[src/source/power_cfg.svh]
`ifndef POWER_CFG_SVH
`define POWER_CFG_SVH

// ----------------------------------------------------------
// Operand side
// ----------------------------------------------------------

// Switch and operand width
`define POWER_W_OPERAND 8

// ----------------------------------------------------------
// Display side
// ----------------------------------------------------------

// Number of seven-segment digits
`define POWER_W_DIGIT 8

// Scan divider width, each digit is lit for 2**width cycles
`define POWER_W_SCAN_DIV 4

`endif

[src/source/power_pkg.sv]
`include "power_cfg.svh"

package power_pkg;

    // ----------------------------------------------------------
    // Datapath
    // ----------------------------------------------------------

    // Captured switch value
    typedef logic [`POWER_W_OPERAND - 1:0] operand_t;

    // Fifth power needs five operand widths
    typedef logic [5 * `POWER_W_OPERAND - 1:0] result_t;

    // ----------------------------------------------------------
    // Display
    // ----------------------------------------------------------

    // One nibble per digit
    typedef logic [4 * `POWER_W_DIGIT - 1:0] display_number_t;

    // Segments a to g and dot h, a in the top bit
    typedef logic [7:0] segments_t;

    // One-hot digit enable
    typedef logic [`POWER_W_DIGIT - 1:0] digit_sel_t;

endpackage

[src/source/lab_top.sv]
module lab_top
(
    input  logic                  slow_clk,
    input  logic                  rst,

    // Keys and switches
    input  logic [3:0]            key,
    input  power_pkg::operand_t   sw,

    // Stage valid flags
    output logic [7:0]            led,

    // Scanned seven-segment display
    output power_pkg::segments_t  abcdefgh,
    output power_pkg::digit_sel_t digit
);

    import power_pkg::*;

    result_t         result;
    logic            result_valid;
    logic [4:0]      stage_valid;
    display_number_t shown_number;

    // ----------------------------------------------------------
    // Fifth power pipeline
    // ----------------------------------------------------------

    // key[0] starts one computation per cycle it is held
    power_pipeline i_pipeline (
        .slow_clk     (slow_clk),
        .rst          (rst),
        .start        (key[0]),
        .operand      (sw),
        .result       (result),
        .result_valid (result_valid),
        .stage_valid  (stage_valid)
    );

    // ----------------------------------------------------------
    // Display
    // ----------------------------------------------------------

    // Only the low 32 bits fit on eight digits
    assign shown_number = result[$bits(display_number_t) - 1:0];

    seven_segment_display i_7segment (
        .slow_clk (slow_clk),
        .rst      (rst),
        .number   (shown_number),
        .dots     ('0),
        .abcdefgh (abcdefgh),
        .digit    (digit)
    );

    // ----------------------------------------------------------
    // LEDs
    // ----------------------------------------------------------

    // Capture flag on led[0], last stage on led[4]
    assign led = {3'b000, result_valid, stage_valid[3:0]};

endmodule

[src/source/power_pipeline.sv]
`include "power_cfg.svh"

module power_pipeline
(
    input  logic                slow_clk,
    input  logic                rst,

    input  logic                start,
    input  power_pkg::operand_t operand,

    output power_pkg::result_t  result,
    output logic                result_valid,
    output logic [4:0]          stage_valid
);

    import power_pkg::*;

    localparam int w_op = `POWER_W_OPERAND;

    operand_t               cap_operand;
    logic                   cap_valid;

    logic                   valid_1;
    logic                   valid_2;
    logic                   valid_3;
    logic                   valid_4;

    operand_t               operand_1;
    operand_t               operand_2;
    operand_t               operand_3;

    logic [2 * w_op - 1:0]  partial_1;
    logic [3 * w_op - 1:0]  partial_2;
    logic [4 * w_op - 1:0]  partial_3;
    result_t                partial_4;

    logic                   have_result;

    // ----------------------------------------------------------
    // Operand capture
    // ----------------------------------------------------------

    always_ff @(posedge slow_clk or posedge rst) begin
        if (rst) begin
            cap_valid <= 1'b0;
        end
        else begin
            cap_valid <= start;
        end
    end

    always_ff @(posedge slow_clk) begin
        if (start) begin
            cap_operand <= operand;
        end
    end

    // ----------------------------------------------------------
    // Multiplier chain
    // ----------------------------------------------------------

    // Square
    power_stage #(.w_partial_in(w_op)) u_stage_1 (
        .slow_clk    (slow_clk),
        .rst         (rst),
        .in_valid    (cap_valid),
        .in_operand  (cap_operand),
        .in_partial  (cap_operand),
        .out_valid   (valid_1),
        .out_operand (operand_1),
        .out_partial (partial_1)
    );

    // Cube
    power_stage #(.w_partial_in(2 * w_op)) u_stage_2 (
        .slow_clk    (slow_clk),
        .rst         (rst),
        .in_valid    (valid_1),
        .in_operand  (operand_1),
        .in_partial  (partial_1),
        .out_valid   (valid_2),
        .out_operand (operand_2),
        .out_partial (partial_2)
    );

    // Fourth power
    power_stage #(.w_partial_in(3 * w_op)) u_stage_3 (
        .slow_clk    (slow_clk),
        .rst         (rst),
        .in_valid    (valid_2),
        .in_operand  (operand_2),
        .in_partial  (partial_2),
        .out_valid   (valid_3),
        .out_operand (operand_3),
        .out_partial (partial_3)
    );

    // Fifth power, the operand is not needed past here
    power_stage #(.w_partial_in(4 * w_op)) u_stage_4 (
        .slow_clk    (slow_clk),
        .rst         (rst),
        .in_valid    (valid_3),
        .in_operand  (operand_3),
        .in_partial  (partial_3),
        .out_valid   (valid_4),
        .out_operand (),
        .out_partial (partial_4)
    );

    // ----------------------------------------------------------
    // Result
    // ----------------------------------------------------------

    always_ff @(posedge slow_clk or posedge rst) begin
        if (rst) begin
            have_result <= 1'b0;
        end
        else if (valid_4) begin
            have_result <= 1'b1;
        end
    end

    // Zero until the first computation leaves the last stage
    assign result       = (have_result || valid_4) ? partial_4 : '0;
    assign result_valid = valid_4;
    assign stage_valid  = {valid_4, valid_3, valid_2, valid_1, cap_valid};

endmodule

[src/source/power_stage.sv]
`include "power_cfg.svh"

module power_stage
#(
    parameter int w_partial_in = 8
)
(
    input  logic                                       slow_clk,
    input  logic                                       rst,

    input  logic                                       in_valid,
    input  power_pkg::operand_t                        in_operand,
    input  logic [w_partial_in - 1:0]                  in_partial,

    output logic                                       out_valid,
    output power_pkg::operand_t                        out_operand,
    output logic [w_partial_in + `POWER_W_OPERAND - 1:0] out_partial
);

    localparam int w_partial_out = w_partial_in + `POWER_W_OPERAND;

    logic [w_partial_out - 1:0] product;

    // Full-width product, no truncation
    assign product = in_partial * in_operand;

    // ----------------------------------------------------------
    // Valid flag, one cycle behind the incoming one
    // ----------------------------------------------------------

    always_ff @(posedge slow_clk or posedge rst) begin
        if (rst) begin
            out_valid <= 1'b0;
        end
        else begin
            out_valid <= in_valid;
        end
    end

    // ----------------------------------------------------------
    // Payload
    // ----------------------------------------------------------

    // Loads only with valid data so the value holds between operands
    always_ff @(posedge slow_clk) begin
        if (in_valid) begin
            out_operand <= in_operand;
            out_partial <= product;
        end
    end

endmodule

[src/source/seven_segment_display.sv]
`include "power_cfg.svh"

module seven_segment_display
#(
    parameter int w_digit = `POWER_W_DIGIT
)
(
    input  logic                       slow_clk,
    input  logic                       rst,

    input  power_pkg::display_number_t number,
    input  logic [w_digit - 1:0]       dots,

    output power_pkg::segments_t       abcdefgh,
    output power_pkg::digit_sel_t      digit
);

    import power_pkg::*;

    logic [`POWER_W_SCAN_DIV - 1:0] scan_cnt;
    digit_sel_t                     sel;
    logic [3:0]                     nibble;
    logic                           dot;

    // Segments a to g, a in bit 6
    function automatic logic [6:0] hex_to_seg(input logic [3:0] value);
        case (value)
            4'h0:    hex_to_seg = 7'b1111110;
            4'h1:    hex_to_seg = 7'b0110000;
            4'h2:    hex_to_seg = 7'b1101101;
            4'h3:    hex_to_seg = 7'b1111001;
            4'h4:    hex_to_seg = 7'b0110011;
            4'h5:    hex_to_seg = 7'b1011011;
            4'h6:    hex_to_seg = 7'b1011111;
            4'h7:    hex_to_seg = 7'b1110000;
            4'h8:    hex_to_seg = 7'b1111111;
            4'h9:    hex_to_seg = 7'b1111011;
            4'ha:    hex_to_seg = 7'b1110111;
            4'hb:    hex_to_seg = 7'b0011111;
            4'hc:    hex_to_seg = 7'b1001110;
            4'hd:    hex_to_seg = 7'b0111101;
            4'he:    hex_to_seg = 7'b1001111;
            default: hex_to_seg = 7'b1000111;
        endcase
    endfunction

    // ----------------------------------------------------------
    // Scan divider and digit rotation
    // ----------------------------------------------------------

    always_ff @(posedge slow_clk or posedge rst) begin
        if (rst) begin
            scan_cnt <= '0;
            sel      <= digit_sel_t'(1);
        end
        else begin
            scan_cnt <= scan_cnt + 1'b1;

            // Move to the next higher digit on wrap
            if (&scan_cnt) begin
                sel <= {sel[w_digit - 2:0], sel[w_digit - 1]};
            end
        end
    end

    // ----------------------------------------------------------
    // Nibble and dot of the selected digit
    // ----------------------------------------------------------

    always_comb begin
        nibble = '0;
        dot    = 1'b0;

        for (int i = 0; i < w_digit; i++) begin
            if (sel[i]) begin
                nibble = number[i * 4 +: 4];
                dot    = dots[i];
            end
        end
    end

    // ----------------------------------------------------------
    // Registered outputs
    // ----------------------------------------------------------

    // Segments and digit enable change on the same edge
    always_ff @(posedge slow_clk or posedge rst) begin
        if (rst) begin
            abcdefgh <= {hex_to_seg(4'h0), 1'b0};
            digit    <= digit_sel_t'(1);
        end
        else begin
            abcdefgh <= {hex_to_seg(nibble), dot};
            digit    <= sel;
        end
    end

endmodule

[config.mk]
export PLATFORM = sky130hd
export DESIGN_NAME = lab_top
export DESIGN_NICKNAME = d
export VERILOG_FILES = /design/src/source/power_pkg.sv /design/src/source/lab_top.sv /design/src/source/power_pipeline.sv /design/src/source/power_stage.sv /design/src/source/seven_segment_display.sv
export VERILOG_INCLUDE_DIRS = /design/src /design/src/source
export SDC_FILE = /design/constraint.sdc
export NUM_CORES = 1
export LEC_CHECK = 0
export BUFFER_PORTS_ARGS = -buffer_cell sky130_fd_sc_hd__buf_2
export CORE_ASPECT_RATIO = 2
export CORE_MARGIN = 2
export CORE_UTILIZATION = 33
export CTS_BUF_LIST = sky130_fd_sc_hd__clkbuf_4 sky130_fd_sc_hd__clkbuf_8
export DETAILED_ROUTE_END_ITERATION = 8
export SLEW_MARGIN = 0
export SYNTH_ARGS = -nofsm -noshare
export SYNTH_HDL_FRONTEND = slang
export SYNTH_SLANG_ARGS = --single-unit
[constraint.sdc]
create_clock -name slow_clk -period 5.35 [get_ports slow_clk]
set_input_delay 1.07 -clock slow_clk [delete_from_list [all_inputs] [get_ports slow_clk]]
set_output_delay 1.07 -clock slow_clk [all_outputs]
set_load 0.01 [all_outputs]
==> reports/metrics.yaml <==
floorplan:
  initial_utilization: 0.333
  dieHeight_microns: 379
  io_pins: 38
  rows: 137
  coreArea_sq_um: 69800
  dieArea_sq_um: 72800
  die_w_microns: 192
logic_synthesis:
  ys_async_sr_fraction: 0.200
  ys_types: 67
  avgSynthCellArea_sq_um: 10.1
  synth_flop_cell: "edfxtp_1"
  synth_seq_cells: 165
  synth_area_sq_um: 23300
  yosys-top-cells-area: "fa_1 34%, edfxtp_1 17%, and2_1 11%"
  synthCells: 2298
  yosysTopAreaCell: "fa_1"
  ys_seq_area_frac: 0.206
  synth_top_area_share: 0.337
  synth-edff-count: 132
  yosysWarnings: 0
place:
  dpl.hpwl_microns: 43900
  port_buffers: 30
  dpl_cell_area_sq_um: 25400
  gp_congestion: 0.893
finish:
  fin_nets: 3001
  area_growth_pct: 11.5
  drive_above_1_share: 0.103
  fill_cells: 6881
  mostFrequentLayoutCell: "and2_1"
  fin_util: 0.372
  finalInstanceArea_sq_um: 25900
  layout_common_cells: "412 x and2_1, 395 x inv_1, 392 x fa_1"
  diodes: 0
clock_network:
  htreeDepth: 4
  cts_tree: "built"
  cts_root_buf: "clkbuf_8"
  clkLatencyLatePin_ns: 0.54
  cts_buffer_depth: 2
  cts_buffers: 17
  clk_pin_slew_ns: 0.10
  clock-sinks: 165
setup_path:
  max_stage_delay_ns: 0.50
  critPathMaxFanout: 19
  worstRegToRegCells: 19
  reg2reg_from: "i_pipeline.u_stage_2.out_operand[2]"
  worstSetupEndpointType: "flip-flop"
  cp_common_cell: "fa_1"
  path_cells: "buf_12, buf_4, and2_1, fa_1, fa_1, inv_1, fa_1, fa_1, inv_1, ha_1, o21a_1, o31a_1, o21ai_1, nand2b_1, a221o_1, o21ai_2, nor4b_4, nor2_1, xor2_1"
  r2r_end: "i_pipeline.u_stage_3.out_partial[29]"
  cp.arrival_ns: 5.53
  slowest_stage: "fa_1"
  rrSetupSlack_ns: 0.11
  path_class: "reg -> reg"
  critPathLaunchType: "flip-flop"
  required_ns: 5.64
timing:
  setup_viol: 0
  slew_headroom: 0.353
  fmax_mhz: 191
  tightest_slew_ns: 0.970
  whs_ns: 0.402
  drv_slew: 0
  finClkSkew_ns: 0.0173
  finalCritPeriodShare: 0.979
  min_period_ns: 5.24
  hold_viol_final: 0
global_routing:
  grt_pass1_wl_microns: 86400
  track_usage: 0.150
  overflow: 0
  grt_max_degree: 42
  antenna_found_initial: 0
  grt_pass1_vias: 18800
routing:
  drt_wl_total_microns: 51500
  vias_per_cell: 4.83
  dr_wl_met3_microns: 1120
  drtIter0Drc: 494
  wl_met2_microns: 31700
  wl_per_cell_microns: 15.4
  drc: 0
  ant_nets: 0
  via_count: 16100
  top_layer_used: "met4"
  first_pass_iters: 4
  met1_length_microns: 16100
hold_path:
  min_to: "i_7segment.digit[0]"
  min-delay-start: "i_7segment.sel[0]"
  hp-class: "reg -> reg"
  hold_path_depth: 0
flow_run:
  drv_cap: 0
status:
  status: "finished clean"
area by class of cell:
type | count | area, sq um | area share
clock inverter | 15 | 130 | 0.00502
inverter | 395 | 1480 | 0.0571
tap | 903 | 1130 | 0.0435
sequential | 165 | 4800 | 0.185
multi-input combinational | 1677 | 16900 | 0.650
clock buffer | 17 | 234 | 0.00902
timing repair buffer | 164 | 1310 | 0.0503
cells by family after synthesis:
kind of cell	Yosys count	synth area share
compound gates	226	0.0645
other cells	1	0.000161
buf+inv	462	0.0760
flops	165	0.206
fa+ha+maj	567	0.431
xor+xnor	97	0.0365
mux	11	0.00570
simple gates	769	0.179
flip-flops by register name (all words and copies together), names as in the netlist, 4 cells and up:
register / cells
i_pipeline.u_stage_1.out_partial: 14
i_pipeline.u_stage_3.out_operand: 8
i_pipeline.u_stage_2.out_operand: 8
i_pipeline.cap_operand: 8
i_pipeline.u_stage_2.out_partial: 23
i_7segment.sel: 8
i_7segment.scan_cnt: 4
i_pipeline.u_stage_4.out_partial: 32
i_7segment.digit: 8
i_pipeline.u_stage_1.out_operand: 8
i_7segment.abcdefgh: 7
i_pipeline.u_stage_3.out_partial: 31
per-layer routing:
| metal | vias to the layer above | track usage |
|---|---|---|
| met5 | - | 0 |
| met4 | 0 | 0.0832 |
| met1 | 8197 | 0.121 |
| li1 | 7401 | - |
| met3 | 189 | 0.0178 |
| met2 | 313 | 0.326 |
what timing repair did:
item,CTS,global route
setup buffers,0,9
pin swaps,1,12
hold buffers,0,0
gates cloned,0,0
resized for setup,6,32
endpoints found under the setup margin,9,14
endpoints found under the hold margin,0,0
how the worst max path moves through the flow:
stage	slack, ns	to	from	depth (start not counted)
after detailed placement	-0.33	i_pipeline.u_stage_4.out_partial[31]	i_pipeline.u_stage_3.out_operand[3]	17
after global routing	-0.02	i_pipeline.u_stage_4.out_partial[28]	i_pipeline.u_stage_3.out_operand[3]	19
after global placement	-0.18	i_pipeline.u_stage_4.out_partial[31]	i_pipeline.u_stage_3.out_operand[3]	17
after floorplan	0.44	i_pipeline.u_stage_2.out_partial[23]	i_pipeline.u_stage_1.out_operand[2]	19
after CTS	-0.0008	i_pipeline.u_stage_4.out_partial[31]	i_pipeline.u_stage_3.out_operand[3]	17
final	0.11	i_pipeline.u_stage_3.out_partial[29]	i_pipeline.u_stage_2.out_operand[2]	19
per-stage QoR:
step	std cells	setup TNS (ns)	setup WS, ns
floorplan	2304	0	0.437
global route	3336	-0.0226	-0.0226
detailed placement	3295	-0.939	-0.334
global placement	3295	-0.299	-0.183
CTS	3327	-0.000812	-0.000812
finish	3336	0	0.113
synth_stat cells (all sizes together) (3+ instances only):
cell	n
a2111oi	4
a211o	3
a211oi	6
a21boi	3
a21o	21
a21oi	71
a221o	3
a221oi	6
a22oi	3
a31oi	3
and2	413
and3	6
buf	10
clkbuf	57
dfrtp	25
dfstp	8
edfxtp	132
fa	392
ha	175
inv	395
mux2	8
nand2	190
nand2b	15
nand3	19
nand4	5
nor2	63
nor2b	26
nor3	15
nor4	3
o2111ai	3
o211a	4
o21a	18
o21ai	44
o21bai	13
o22ai	3
o311ai	3
o31a	4
o41a	3
or2	3
or3	3
xnor2	79
xor2	18
worst max-delay path, delay by kind of cell, from the launching register on:
| family | cells | cell delay (ns) |
|---|---|---|
| AOI/OAI and AO/OA | 5 | 1.08 |
| xor gates and xnor gates | 1 | 0.15 |
| adders and majority gates | 5 | 2.23 |
| buffers and inverters | 4 | 0.44 |
| DFF | 1 | 0.42 |
| and+or+nand+nor | 4 | 0.67 |
Power is not shown: default switching activity piles up to over one toggle a cycle in this logic, so the estimate is an artifact.
